### config.mk
export PLATFORM = sky130hd
export DESIGN_NAME = id_stage
export DESIGN_NICKNAME = d
export VERILOG_FILES = /design/src/rtl/id_pkg.sv /design/src/rtl/inst_decoder.sv /design/src/rtl/regfile.sv /design/src/rtl/operand_forward.sv /design/src/rtl/branch_unit.sv /design/src/rtl/id_stage.sv
export VERILOG_INCLUDE_DIRS = /design/src /design/src/rtl
export SDC_FILE = /design/constraint.sdc
export NUM_CORES = 2
export LEC_CHECK = 0
export ABC_CLOCK_PERIOD_IN_PS = 12150
export BUFFER_PORTS_ARGS = -buffer_cell sky130_fd_sc_hd__buf_2
export CAP_MARGIN = 20
export CORE_UTILIZATION = 23
export DETAILED_ROUTE_END_ITERATION = 10
export GPL_ROUTABILITY_DRIVEN = 1
export PLACE_DENSITY = 0.39
export SLEW_MARGIN = 20
export SYNTH_ARGS = -nofsm -noshare
export SYNTH_HDL_FRONTEND = slang
export SYNTH_SLANG_ARGS = --single-unit
### constraint.sdc
create_clock -name clk -period 12.15 [get_ports clk]
set_input_delay 0.6075 -clock clk [delete_from_list [all_inputs] [get_ports clk]]
set_output_delay 0.6075 -clock clk [all_outputs]
set_load 0.01 [all_outputs]
### src/rtl/id_macros.svh
`ifndef ID_MACROS_SVH
`define ID_MACROS_SVH

`define XLEN     32
`define REG_AW   5
`define ALU_OP_W 12

// bit positions inside the one-hot alu_op.
`define ALU_ADD  0
`define ALU_SUB  1
`define ALU_SLT  2
`define ALU_SLTU 3
`define ALU_AND  4
`define ALU_NOR  5
`define ALU_OR   6
`define ALU_XOR  7
`define ALU_SLL  8
`define ALU_SRL  9
`define ALU_SRA  10
`define ALU_LUI  11

// major opcode in inst[31:26].
`define OP6_ARITH     6'h00
`define OP6_LU12I     6'h05
`define OP6_PCADDU12I 6'h07
`define OP6_MEM       6'h0a
`define OP6_JIRL      6'h13
`define OP6_B         6'h14
`define OP6_BL        6'h15
`define OP6_BEQ       6'h16
`define OP6_BNE       6'h17
`define OP6_BLT       6'h18
`define OP6_BGE       6'h19
`define OP6_BLTU      6'h1a
`define OP6_BGEU      6'h1b

// minor field inst[25:15] of the three-register and shift-immediate forms.
`define F11_ADD_W  11'h020
`define F11_SUB_W  11'h022
`define F11_SLT    11'h024
`define F11_SLTU   11'h025
`define F11_NOR    11'h028
`define F11_AND    11'h029
`define F11_OR     11'h02a
`define F11_XOR    11'h02b
`define F11_SLL_W  11'h02e
`define F11_SRL_W  11'h02f
`define F11_SRA_W  11'h030
`define F11_SLLI_W 11'h081
`define F11_SRLI_W 11'h089
`define F11_SRAI_W 11'h091

// minor field inst[25:22] of the 12-bit immediate forms.
`define F4_SLTI  4'h8
`define F4_SLTUI 4'h9
`define F4_ADDI  4'ha
`define F4_ANDI  4'hd
`define F4_ORI   4'he
`define F4_XORI  4'hf
`define F4_LD_W  4'h2
`define F4_ST_W  4'h6

`endif

### src/rtl/id_pkg.sv
`include "id_macros.svh"

package id_pkg;

    // the same word read as register fields or as immediate fields.
    typedef union packed {
        struct packed {
            logic [5:0]         op6;
            logic [10:0]        op11;
            logic [`REG_AW-1:0] rk;
            logic [`REG_AW-1:0] rj;
            logic [`REG_AW-1:0] rd;
        } fmt_3r;
        struct packed {
            logic [5:0]         op6;
            logic [3:0]         op4;
            logic [11:0]        i12;
            logic [`REG_AW-1:0] rj;
            logic [`REG_AW-1:0] rd;
        } fmt_2ri12;
        struct packed {
            logic [5:0]         op6;
            logic [15:0]        i16;
            logic [`REG_AW-1:0] rj;
            logic [`REG_AW-1:0] rd;
        } fmt_2ri16;
        struct packed {
            logic [5:0]         op6;
            logic               op1;
            logic [19:0]        i20;
            logic [`REG_AW-1:0] rd;
        } fmt_1ri20;
    } inst_u;

    typedef struct packed {
        logic [`XLEN-1:0] pc;
        inst_u            inst;
    } if_to_id_t;

    typedef struct packed {
        logic               we;
        logic [`REG_AW-1:0] waddr;
        logic [`XLEN-1:0]   wdata;
    } wb_to_rf_t;

    typedef struct packed {
        logic [`REG_AW-1:0] dest;
        logic [`XLEN-1:0]   result;
    } fwd_src_t;

    typedef struct packed {
        logic [`ALU_OP_W-1:0] alu_op;
        logic                 src1_is_pc;
        logic                 src2_is_imm;
        logic                 res_from_mem;
        logic                 gr_we;
        logic                 mem_we;
        logic                 is_load;
        logic [`REG_AW-1:0]   dest;
    } id_ctrl_t;

    typedef struct packed {
        id_ctrl_t         ctrl;
        logic [`XLEN-1:0] pc;
        logic [`XLEN-1:0] imm;
        logic [`XLEN-1:0] rj_value;
        logic [`XLEN-1:0] rkd_value;
    } id_to_ex_t;

    typedef struct packed {
        logic             taken;
        logic [`XLEN-1:0] target;
    } br_bus_t;

    typedef enum logic [2:0] {
        bk_none,
        bk_eq,
        bk_ne,
        bk_lt,
        bk_ge,
        bk_direct,
        bk_jirl
    } br_kind_e;

endpackage

### src/rtl/inst_decoder.sv
`include "id_macros.svh"

module inst_decoder import id_pkg::*; (
    input  inst_u            inst,
    output id_ctrl_t         ctrl,
    output logic [`XLEN-1:0] imm,
    output logic [`XLEN-1:0] br_offs,
    output logic [`XLEN-1:0] jirl_offs,
    output logic             use_rj,
    output logic             use_rk,
    output logic             use_rd,
    output br_kind_e         br_kind,
    output logic             is_signed_cmp
);

    logic                 is_arith;
    logic                 is_mem;
    logic [10:0]          f11;
    logic [3:0]           f4;
    logic                 add_w, sub_w, slt, sltu, nor_r, and_r, or_r, xor_r;
    logic                 sll_w, srl_w, sra_w, slli_w, srli_w, srai_w;
    logic                 addi_w, slti, sltui, andi, ori, xori;
    logic                 lu12i_w, pcaddu12i, ld_w, st_w;
    logic                 jirl, b, bl, beq, bne, blt, bge, bltu, bgeu;
    logic                 reg_op, shift_imm, alu_imm, cond_br, link;
    logic [`ALU_OP_W-1:0] alu_op;
    logic [15:0]          i16;
    logic [25:0]          i26;

    assign is_arith = inst.fmt_3r.op6 == `OP6_ARITH;
    assign is_mem   = inst.fmt_3r.op6 == `OP6_MEM;
    assign f11      = inst.fmt_3r.op11;
    assign f4       = inst.fmt_2ri12.op4;

    assign add_w  = is_arith && f11 == `F11_ADD_W;
    assign sub_w  = is_arith && f11 == `F11_SUB_W;
    assign slt    = is_arith && f11 == `F11_SLT;
    assign sltu   = is_arith && f11 == `F11_SLTU;
    assign nor_r  = is_arith && f11 == `F11_NOR;
    assign and_r  = is_arith && f11 == `F11_AND;
    assign or_r   = is_arith && f11 == `F11_OR;
    assign xor_r  = is_arith && f11 == `F11_XOR;
    assign sll_w  = is_arith && f11 == `F11_SLL_W;
    assign srl_w  = is_arith && f11 == `F11_SRL_W;
    assign sra_w  = is_arith && f11 == `F11_SRA_W;
    assign slli_w = is_arith && f11 == `F11_SLLI_W;
    assign srli_w = is_arith && f11 == `F11_SRLI_W;
    assign srai_w = is_arith && f11 == `F11_SRAI_W;

    assign slti   = is_arith && f4 == `F4_SLTI;
    assign sltui  = is_arith && f4 == `F4_SLTUI;
    assign addi_w = is_arith && f4 == `F4_ADDI;
    assign andi   = is_arith && f4 == `F4_ANDI;
    assign ori    = is_arith && f4 == `F4_ORI;
    assign xori   = is_arith && f4 == `F4_XORI;
    assign ld_w   = is_mem && f4 == `F4_LD_W;
    assign st_w   = is_mem && f4 == `F4_ST_W;

    assign lu12i_w   = inst.fmt_1ri20.op6 == `OP6_LU12I && !inst.fmt_1ri20.op1;
    assign pcaddu12i = inst.fmt_1ri20.op6 == `OP6_PCADDU12I && !inst.fmt_1ri20.op1;

    assign jirl = inst.fmt_2ri16.op6 == `OP6_JIRL;
    assign b    = inst.fmt_2ri16.op6 == `OP6_B;
    assign bl   = inst.fmt_2ri16.op6 == `OP6_BL;
    assign beq  = inst.fmt_2ri16.op6 == `OP6_BEQ;
    assign bne  = inst.fmt_2ri16.op6 == `OP6_BNE;
    assign blt  = inst.fmt_2ri16.op6 == `OP6_BLT;
    assign bge  = inst.fmt_2ri16.op6 == `OP6_BGE;
    assign bltu = inst.fmt_2ri16.op6 == `OP6_BLTU;
    assign bgeu = inst.fmt_2ri16.op6 == `OP6_BGEU;

    assign reg_op = add_w | sub_w | slt | sltu | nor_r | and_r | or_r | xor_r |
                    sll_w | srl_w | sra_w;
    assign shift_imm = slli_w | srli_w | srai_w;
    assign alu_imm   = addi_w | slti | sltui | andi | ori | xori;
    assign cond_br   = beq | bne | blt | bge | bltu | bgeu;
    assign link      = jirl | bl;

    assign alu_op[`ALU_ADD]  = add_w | addi_w | ld_w | st_w | link | pcaddu12i;
    assign alu_op[`ALU_SUB]  = sub_w;
    assign alu_op[`ALU_SLT]  = slt | slti;
    assign alu_op[`ALU_SLTU] = sltu | sltui;
    assign alu_op[`ALU_AND]  = and_r | andi;
    assign alu_op[`ALU_NOR]  = nor_r;
    assign alu_op[`ALU_OR]   = or_r | ori;
    assign alu_op[`ALU_XOR]  = xor_r | xori;
    assign alu_op[`ALU_SLL]  = sll_w | slli_w;
    assign alu_op[`ALU_SRL]  = srl_w | srli_w;
    assign alu_op[`ALU_SRA]  = sra_w | srai_w;
    assign alu_op[`ALU_LUI]  = lu12i_w;

    always_comb begin
        ctrl              = '0;
        ctrl.alu_op       = alu_op;
        ctrl.src1_is_pc   = link | pcaddu12i;
        ctrl.src2_is_imm  = shift_imm | alu_imm | ld_w | st_w | lu12i_w | pcaddu12i | link;
        ctrl.res_from_mem = ld_w;
        ctrl.is_load      = ld_w;
        ctrl.mem_we       = st_w;
        ctrl.gr_we        = reg_op | shift_imm | alu_imm | ld_w | lu12i_w | pcaddu12i | link;
        // bl writes the return address to r1; non-writers report dest 0.
        if (bl) begin
            ctrl.dest = `REG_AW'd1;
        end else if (ctrl.gr_we) begin
            ctrl.dest = inst.fmt_3r.rd;
        end
    end

    always_comb begin
        if (link) begin
            imm = `XLEN'd4;
        end else if (lu12i_w | pcaddu12i) begin
            imm = {inst.fmt_1ri20.i20, 12'b0};
        end else if (shift_imm) begin
            imm = {{(`XLEN-`REG_AW){1'b0}}, inst.fmt_3r.rk};
        end else if (andi | ori | xori) begin
            imm = {20'b0, inst.fmt_2ri12.i12};
        end else begin
            imm = {{20{inst.fmt_2ri12.i12[11]}}, inst.fmt_2ri12.i12};
        end
    end

    assign i16       = inst.fmt_2ri16.i16;
    assign i26       = {inst.fmt_2ri16.rj, inst.fmt_2ri16.rd, i16};
    assign jirl_offs = {{14{i16[15]}}, i16, 2'b0};
    assign br_offs   = (b | bl) ? {{4{i26[25]}}, i26, 2'b0} : jirl_offs;

    assign use_rd = cond_br | st_w;
    assign use_rk = reg_op;
    assign use_rj = reg_op | shift_imm | alu_imm | ld_w | st_w | jirl | cond_br;

    always_comb begin
        if (beq) br_kind = bk_eq;
        else if (bne) br_kind = bk_ne;
        else if (blt | bltu) br_kind = bk_lt;
        else if (bge | bgeu) br_kind = bk_ge;
        else if (b | bl) br_kind = bk_direct;
        else if (jirl) br_kind = bk_jirl;
        else br_kind = bk_none;
    end

    assign is_signed_cmp = blt | bge;

    // each kept instruction selects exactly one ALU operation.
    always_comb begin
        assert final ($onehot0(alu_op))
            else $error("inst_decoder: alu_op %b is not one-hot", alu_op);
    end

endmodule

### src/rtl/regfile.sv
`include "id_macros.svh"

module regfile import id_pkg::*; (
    input  logic               clk,
    input  logic [`REG_AW-1:0] raddr1,
    input  logic [`REG_AW-1:0] raddr2,
    output logic [`XLEN-1:0]   rdata1,
    output logic [`XLEN-1:0]   rdata2,
    input  wb_to_rf_t          wr
);

    logic [`XLEN-1:0] regs [0:(1 << `REG_AW) - 1];

    // r0 is hardwired, so a write to it is dropped.
    always_ff @(posedge clk) begin
        if (wr.we && wr.waddr != '0) begin
            regs[wr.waddr] <= wr.wdata;
        end
    end

    assign rdata1 = (raddr1 == '0) ? '0 : regs[raddr1];
    assign rdata2 = (raddr2 == '0) ? '0 : regs[raddr2];

endmodule

### src/rtl/operand_forward.sv
`include "id_macros.svh"

module operand_forward import id_pkg::*; (
    input  logic [`REG_AW-1:0] rj,
    input  logic [`REG_AW-1:0] rk,
    input  logic [`REG_AW-1:0] rd,
    input  logic               use_rj,
    input  logic               use_rk,
    input  logic               use_rd,
    input  fwd_src_t           ex_fwd,
    input  fwd_src_t           me_fwd,
    input  fwd_src_t           wb_fwd,
    input  logic               ex_is_load,
    output logic [`REG_AW-1:0] rf_raddr1,
    output logic [`REG_AW-1:0] rf_raddr2,
    input  logic [`XLEN-1:0]   rf_rdata1,
    input  logic [`XLEN-1:0]   rf_rdata2,
    output logic [`XLEN-1:0]   rj_value,
    output logic [`XLEN-1:0]   rkd_value,
    output logic               load_stall
);

    logic [`REG_AW-1:0] src2;
    logic               use2;
    logic               rj_ex_hit;
    logic               src2_ex_hit;

    // newest producer wins: EX, then ME, then WB, then the register file.
    function automatic logic [`XLEN-1:0] pick(
        input logic [`REG_AW-1:0] idx,
        input logic               used,
        input logic [`XLEN-1:0]   rf_val
    );
        logic live;
        live = used && idx != '0;
        if (live && ex_fwd.dest == idx) return ex_fwd.result;
        if (live && me_fwd.dest == idx) return me_fwd.result;
        if (live && wb_fwd.dest == idx) return wb_fwd.result;
        return rf_val;
    endfunction

    assign src2      = use_rd ? rd : rk;
    assign use2      = use_rd | use_rk;
    assign rf_raddr1 = rj;
    assign rf_raddr2 = src2;

    always_comb begin
        rj_value  = pick(rj, use_rj, rf_rdata1);
        rkd_value = pick(src2, use2, rf_rdata2);
    end

    // a load in EX has no result yet, so a dependent instruction waits a cycle.
    assign rj_ex_hit   = use_rj && rj != '0 && rj == ex_fwd.dest;
    assign src2_ex_hit = use2 && src2 != '0 && src2 == ex_fwd.dest;
    assign load_stall  = ex_is_load && (rj_ex_hit || src2_ex_hit);

    // r0 reads zero through the whole path, whatever a later stage reports for dest 0.
    always_comb begin
        assert final (rj != '0 || rj_value == '0)
            else $error("operand_forward: r0 forwarded on rj");
        assert final (src2 != '0 || rkd_value == '0)
            else $error("operand_forward: r0 forwarded on rk/rd");
    end

endmodule

### src/rtl/branch_unit.sv
`include "id_macros.svh"

module branch_unit import id_pkg::*; (
    input  br_kind_e         br_kind,
    input  logic             is_signed_cmp,
    input  logic [`XLEN-1:0] rj_value,
    input  logic [`XLEN-1:0] rkd_value,
    input  logic [`XLEN-1:0] pc,
    input  logic [`XLEN-1:0] br_offs,
    input  logic [`XLEN-1:0] jirl_offs,
    output logic             taken,
    output logic [`XLEN-1:0] target
);

    logic equal;
    logic greater_eq;

    assign equal = rj_value == rkd_value;

    // blt and bltu reuse the ge compare with the result inverted.
    assign greater_eq = is_signed_cmp ? ($signed(rj_value) >= $signed(rkd_value))
                                      : (rj_value >= rkd_value);

    always_comb begin
        case (br_kind)
            bk_eq:     taken = equal;
            bk_ne:     taken = !equal;
            bk_lt:     taken = !greater_eq;
            bk_ge:     taken = greater_eq;
            bk_direct: taken = 1'b1;
            bk_jirl:   taken = 1'b1;
            default:   taken = 1'b0;
        endcase
    end

    assign target = (br_kind == bk_jirl) ? rj_value + jirl_offs : pc + br_offs;

endmodule

### src/rtl/id_stage.sv
`include "id_macros.svh"

module id_stage import id_pkg::*; (
    input  logic      clk,
    input  logic      rst,
    input  logic      if_valid,
    input  if_to_id_t if_bus,
    output logic      id_allow_in,
    output logic      id_to_ex_valid,
    output id_to_ex_t id_to_ex_bus,
    input  logic      ex_allow_in,
    input  fwd_src_t  ex_fwd,
    input  fwd_src_t  me_fwd,
    input  fwd_src_t  wb_fwd,
    input  logic      ex_is_load,
    input  wb_to_rf_t wb_to_rf,
    output br_bus_t   br_bus
);

    logic               valid;
    if_to_id_t          stage_q;
    logic               ready_go;
    logic               load_stall;
    id_ctrl_t           ctrl;
    logic [`XLEN-1:0]   imm;
    logic [`XLEN-1:0]   br_offs;
    logic [`XLEN-1:0]   jirl_offs;
    logic               use_rj;
    logic               use_rk;
    logic               use_rd;
    br_kind_e           br_kind;
    logic               is_signed_cmp;
    logic [`REG_AW-1:0] rf_raddr1;
    logic [`REG_AW-1:0] rf_raddr2;
    logic [`XLEN-1:0]   rf_rdata1;
    logic [`XLEN-1:0]   rf_rdata2;
    logic [`XLEN-1:0]   rj_value;
    logic [`XLEN-1:0]   rkd_value;
    logic               bu_taken;
    logic [`XLEN-1:0]   bu_target;

    assign ready_go       = valid && !load_stall;
    assign id_allow_in    = !valid || (ready_go && ex_allow_in);
    assign id_to_ex_valid = ready_go;

    // a taken branch drops whatever IF offers in the same cycle.
    // the branch itself is held while EX is not ready, so it is never lost.
    always_ff @(posedge clk) begin
        if (rst) begin
            valid <= 1'b0;
        end else if (br_bus.taken && ex_allow_in) begin
            valid <= 1'b0;
        end else if (id_allow_in) begin
            valid <= if_valid;
        end
    end

    always_ff @(posedge clk) begin
        if (if_valid && id_allow_in) begin
            stage_q <= if_bus;
        end
    end

    inst_decoder u_decoder (
        .inst          (stage_q.inst),
        .ctrl          (ctrl),
        .imm           (imm),
        .br_offs       (br_offs),
        .jirl_offs     (jirl_offs),
        .use_rj        (use_rj),
        .use_rk        (use_rk),
        .use_rd        (use_rd),
        .br_kind       (br_kind),
        .is_signed_cmp (is_signed_cmp)
    );

    regfile u_regfile (
        .clk    (clk),
        .raddr1 (rf_raddr1),
        .raddr2 (rf_raddr2),
        .rdata1 (rf_rdata1),
        .rdata2 (rf_rdata2),
        .wr     (wb_to_rf)
    );

    operand_forward u_forward (
        .rj         (stage_q.inst.fmt_3r.rj),
        .rk         (stage_q.inst.fmt_3r.rk),
        .rd         (stage_q.inst.fmt_3r.rd),
        .use_rj     (use_rj),
        .use_rk     (use_rk),
        .use_rd     (use_rd),
        .ex_fwd     (ex_fwd),
        .me_fwd     (me_fwd),
        .wb_fwd     (wb_fwd),
        .ex_is_load (ex_is_load),
        .rf_raddr1  (rf_raddr1),
        .rf_raddr2  (rf_raddr2),
        .rf_rdata1  (rf_rdata1),
        .rf_rdata2  (rf_rdata2),
        .rj_value   (rj_value),
        .rkd_value  (rkd_value),
        .load_stall (load_stall)
    );

    branch_unit u_branch (
        .br_kind       (br_kind),
        .is_signed_cmp (is_signed_cmp),
        .rj_value      (rj_value),
        .rkd_value     (rkd_value),
        .pc            (stage_q.pc),
        .br_offs       (br_offs),
        .jirl_offs     (jirl_offs),
        .taken         (bu_taken),
        .target        (bu_target)
    );

    assign br_bus = '{taken: bu_taken && ready_go, target: bu_target};

    assign id_to_ex_bus = '{
        ctrl:      ctrl,
        pc:        stage_q.pc,
        imm:       imm,
        rj_value:  rj_value,
        rkd_value: rkd_value
    };

    // a stalled item waits in ID and is neither issued nor replaced.
    a_hold_on_stall: assert property (@(posedge clk) disable iff (rst)
        (valid && load_stall) |=> valid && $stable(stage_q));

    // operand values may still pick up newer forwarded results while held.
    a_hold_on_backpressure: assert property (@(posedge clk) disable iff (rst)
        (id_to_ex_valid && !ex_allow_in) |=>
            valid && $stable(id_to_ex_bus.pc) && $stable(id_to_ex_bus.ctrl)
            && $stable(id_to_ex_bus.imm));

endmodule

# After elaboration in Yosys (flattened, before gate mapping)
# Memory sizes are Yosys's and may differ from the RTL's. A register that Yosys moved wholly into a read port is not among the register bits.
# Index checks and enable logic that the tools add are counted.
[word_totals] latchBits=0 memories=1 mem_bits_rw=1024 regBits=65 input_bits=218 rom_bits=0 output_inout_bits=186
[classes] n_div=0 shifts=0 n_mux=46 n_eq_ne=49 n_reduce_logical=56 order_cmp=2 n_mul=0 bitwise_logic=61 addsub=2
[memory_table] memory="u_regfile.regs" words=32 width=32 rd=2 rd_ports_with_merged_regs=1 write_ports=1 line="regfile.sv:12" text="logic [`XLEN-1:0] regs [0:(1 << `REG_AW) - 1];"
[op_table] cell="$mux W32" n=20
[op_table] cell="$eq A11 B6 Y1 const B" n=11
[op_table] cell="$add A32 B32 Y32" n=2
[op_table] cell="$ge A32 B32 Y1" n=2
[op_table] cell="$or A1 B1 Y1" n=61
[op_table] cell="$eq A6 B5 Y1 const B" n=9
[op_table] cell="$logic_and A1 B1 Y1" n=41
[op_table] cell="$eq A5 B5 Y1" n=8
[op_table] cell="$eq A11 B8 Y1 const B" n=3
[op_table] cell="$eq A32 B32 Y1" n=1
[op_table] cell="$eq A4 B4 Y1 const B" n=6
[op_table] cell="$mux W5" n=4
[op_table] cell="$mux W3" n=6
[op_table] cell="$mux W1" n=15
[op_table] cell="$reduce_bool A5 Y1" n=3
[op_table] cell="$eq A6 B3 Y1 const B" n=2
[op_table] cell="$logic_not A5 Y1" n=2
[op_table] cell="$eq A3 B3 Y1 const B" n=3
[op_table] cell="$eq A3 B2 Y1 const B" n=2
[op_table] cell="$eq A6 B4 Y1 const B" n=1
[op_table] cell="$logic_not A6 Y1" n=1
[op_table] cell="$logic_not A1 Y1" n=5
[op_table] cell="$pmux W1 S5" n=1
[op_table] cell="$eq A4 B2 Y1 const B" n=1
[op_table] cell="4 further kinds" n=6

# Longest topological paths before layout
[logic_depth] depth_word=34 mapped_depth=27

# By module
# From an unflattened synthesis, not the netlist that was laid out.
[hier_totals] hier_cells=3939 hier_area_um2=58906.5
[modules_own_cells] module="regfile" area_per_inst_um2=47904.7 instances=1 seq_area_each_um2=30749.5 cells_each=2564
[modules_own_cells] module="branch_unit" area_per_inst_um2=4331.7 instances=1 seq_area_each_um2=0.0 cells_each=595
[modules_own_cells] module="operand_forward" area_per_inst_um2=2877.8 instances=1 seq_area_each_um2=0.0 cells_each=407
[modules_own_cells] module="id_stage" area_per_inst_um2=2244.7 instances=1 seq_area_each_um2=1941.9 cells_each=106
[modules_own_cells] module="inst_decoder" area_per_inst_um2=1547.7 instances=1 seq_area_each_um2=0.0 cells_each=267

# Worst setup path after synthesis
# Ideal clock, no wire load.
[synth_timing] kind="reg2out" from="reg with a tool-made name" to="out br_bus[24] (netlist bit)" arrival_time_ns=6.093 path_stages_with_launch=23 required_ns=11.542 path_slack_ns=5.449 path_buffers=4 cell_sequence="dfxtp_1 > clkbuf_1 > buf_2 > clkbuf_1 > clkbuf_1 > mux4_2 > mux4_2 > mux2_2 > a221o_1 > o21ai_0 > a21oi_1 > ha_1 > fa_1 > a211oi_1 > o211ai_1 > a41oi_1 > o22ai_1 > a41o_1 > a2111oi_0 > nor2_1 > mux2i_1 > xnor2_1 > mux2i_1"
[synth_lines] item="end, declared" line="id_stage.sv:17" text="output br_bus_t br_bus"

==> qor.yml <==
timing:
  worstMarginPinSlew_ns: 1.12
  fin_worst_skew_ns: 0.0258
  finalCritPeriodShare_pct: 79.2
  hold_ws_ns: 0.0561
  fmax_mhz: 104
  fin_crit_ns: 9.63
  grt_setup_unrepaired: "no"
  finalSetupTns_ns: 0
  relSlewSlack_pct: 25.3
  slew_violations: 0
  final-setup-viol-count: 0
  hold_viol_final: 0
  fin_ws_ns: 2.52
detailed_routing:
  drc: 0
  final_antenna_net_count: 0
  via_per_inst: 5.36
  first_iter_violations: 4978
  drt_pre_antenna_iters: 6
  routedWlPerCell_um: 33.5
  vias: 44500
  routed_wl_um: 278000
floorplanning:
  die_w_um: 505
  std_cell_rows: 184
  fp.coreArea_sq_mm: 0.251
  die_h_um: 505
  pin_count: 404
  die_area_sq_mm: 0.255
  start_util_pct: 23.1
clock_tree:
  clockBufferDepth: 3
  cts_setup_buffers: 0
  cts_sinks: 1094
  cts_tree: "built"
  cts_buffers: 130
  ctsRootBufferMaster: "clkbuf_16"
  clock_latency_ns: 0.81
  htreeDepth: 4
  clk_pin_slew_worst_paths_ns: 0.06
finish:
  drive_above_1_share_pct: 23.8
  multi_input_area_sq_mm: 0.0239
  area_delta_synth_final_pct: 18.5
  nets: 5162
  final_cell_area_sq_mm: 0.0689
  fin_util_pct: 27.4
  stdcell_count: 8308
  num-fill-cells: 25700
  final-seq-area_sq_mm: 0.0328
pwr:
  power_switching_mw: 3.09
  p_sw_share_pct: 30.0
  pwr-share-seq_pct: 41.8
  power_frac_comb_pct: 20.2
  total_leakage_power_nw: 23.2
  finalPower_mw: 10.3
  pwr-share-clk_pct: 38.0
  p_per_area_mw_per_mm2: 150
  intPower_mw: 7.21
  vdd_drop_max_mv: 0.158
setup_path:
  required_ns: 11.54
  path_class: "register to output port"
  end_kind: "output port"
  arrival_ns: 9.02
  r2r_start: "stage_q[22]"
  critPathMaxFanout: 111
  rr_worst_depth: 25
  startpoint_type: "register"
  reg2reg_slack_ns: 3.22
  r2r-end: "valid"
synth:
  yosysUniqueCellTypes: 104
  yosys.area.top_type_share_pct: 56.2
  ys_seq_area_share_pct: 56.4
  netlist.top_cell.by_area: "edfxtp_1"
  synth_area_leaders: "edfxtp_1 (56%), mux4_2 (12%), nand2_1 (4.3%)"
  synth_cells: 4492
  ys_ff_latch: 1094
  synth_edf_count: 1088
  ys_async_sr_fraction_pct: 0
  syn_area_per_cell_sq_um: 12.9
  synth_warnings: 0
  synth_flop_cell: "edfxtp_1"
  syn-cell-area_sq_mm: 0.0581
grt:
  grt_pass1_vias: 42900
  grt_use_total_pct: 21.1
  antenna_found_initial: 60
  grt_max_degree: 117
  grt_pass1_wl_um: 374000
  grt_remaining_overflow: 0
placement:
  place_ws_ns: 3.51
  gp_congestion: 0.915
  hpwl_um: 177000
  io_buffers: 403
  dp_cells: 8006
  dpl_cell_area_sq_mm: 0.0641
min_path:
  min_path_cells: 1
  worstHoldPathType: "primary input to register"
  min_to: "stage_q[22]"
  hp-start: "if_bus[22]"
run_status:
  status: "finished, final reports clean"
job:
  cap_violations: 0
## power groups by stage
stage / combinational, mW / clock [mW] / sequential, mW
floorplan: 1.19 / 0 / 4.33
global placement: 2.05 / 0 / 4.39
detailed placement: 2.05 / 0 / 4.39
CTS: 2.07 / 3.99 / 4.31
global route: 2.19 / 4.11 / 4.31
finish: 2.08 / 3.92 / 4.31
## final cells by class
| class | count | area share [%] |
|---|---|---|
| Tap cell | 3348 | 6.08 |
| Multi-Input combinational cell | 3014 | 34.7 |
| Timing Repair Buffer | 577 | 5.30 |
| Clock inverter | 76 | 1.04 |
| Sequential cell | 1094 | 47.6 |
| Inverter | 35 | 0.191 |
| Antenna cell | 10 | 0.0363 |
| Clock buffer | 154 | 4.98 |
## cell families (layout without fill, tap and decap cells)
kind of cell | count (synthesis) | after routing | synth area share, %
AOI/OAI and AO/OA | 1136 | 1136 | 12.9
xor gates and xnor gates | 68 | 68 | 1.04
buffers and inverters | 415 | 842 | 3.33
other | 1 | 42 | 0.00645
adders and majority gates | 92 | 92 | 2.01
muxes | 401 | 401 | 14.0
DFF | 1094 | 1094 | 56.4
and+or+nand+nor | 1285 | 1285 | 10.3
## synth_stat cells, drive strengths merged, types with 68 or more instances
library cell / n
a31oi: 144
nand2: 671
o221ai: 68
clkbuf: 180
o21ai: 205
edfxtp: 1088
nor2: 158
nand3: 110
buf: 200
ha: 90
a21oi: 278
mux4: 322
and3: 158
a211oi: 163
## registers in the layout, indices dropped and copies added, names as in the netlist, named ones only
name / count
id_to_ex_bus: 32
u_regfile.regs: 1024
stage_q: 32
valid: 1
## worst max-delay path by stage
stage	endpoint	startpoint	depth (start not counted)	slack, ns
floorplan	br_bus[24]	register	22	5.45
global placement	br_bus[32]	stage_q[23]	21	3.32
CTS	br_bus[30]	stage_q[27]	24	2.60
global route	br_bus[32]	stage_q[22]	24	2.17
detailed placement	br_bus[30]	stage_q[27]	24	3.51
finish	br_bus[32]	stage_q[22]	24	2.52
## routing by layer
| layer | share of wire, % | up-vias | GRT usage [%] |
|---|---|---|---|
| met1 | 42 | 23300 | 27.9 |
| li1 | - | 18500 | - |
| met4 | 4.1 | 36 | 7.97 |
| met3 | 7.1 | 463 | 3.73 |
| met5 | 0.096 | - | 0 |
| met2 | 47 | 2219 | 34.5 |
## worst max-delay path: stages (launching register included)
cell and delay [ns]:
edfxtp_1 0.73, nor2b_1 0.19, nand4_4 0.22, inv_2 0.11, o21ai_4 0.78, and2_4 0.74
buf_12 0.58, buf_4 0.78, nand2_1 0.12, a31oi_1 0.20, o22ai_1 0.10, nor2_1 0.19
o221a_2 0.29, a211oi_1 0.09, ha_1 0.35, a21o_1 0.15, a21o_1 0.17, a211oi_1 0.23
o31ai_1 0.12, a2111oi_0 0.73, o31a_1 0.29, a21oi_1 0.17, nand3_1 0.12, and4b_1 0.33
buf_2 0.18
## cell usage in the layout, fill, tap and decap left out, drive strengths merged, types with 13 or more instances in the layout
master       netlist  routed
a22oi             20      20
o21ai            205     205
nand3            110     110
dlygate4sd3        0      62
nor3b             13      13
a211oi           163     163
nor2             158     158
mux2i             39      39
clkinv             0      52
clkbuf           180     154
nor3              18      18
o22ai             49      49
a21oi            278     278
ha                90      90
nand4             22      22
o221ai            68      68
mux4             322     322
inv               35      42
xnor2             37      37
buf              200     515
edfxtp          1088    1088
or2               13      13
and3             158     158
nand2            671     671
nor2b             20      20
a31oi            144     144
a21o              32      32
mux2              40      40
o21a              34      34
conb               1      32
nor4              15      15
a221o             30      30
xor2              31      31
and2              29      29
nand2b            24      24
## what timing repair did
| action | in CTS | in global routing |
|---|---|---|
| endpoints found under the hold margin | 61 | 0 |
| resized for setup | 0 | 0 |
| hold buffers | 62 | 0 |
(Power assumes the default switching activity.)
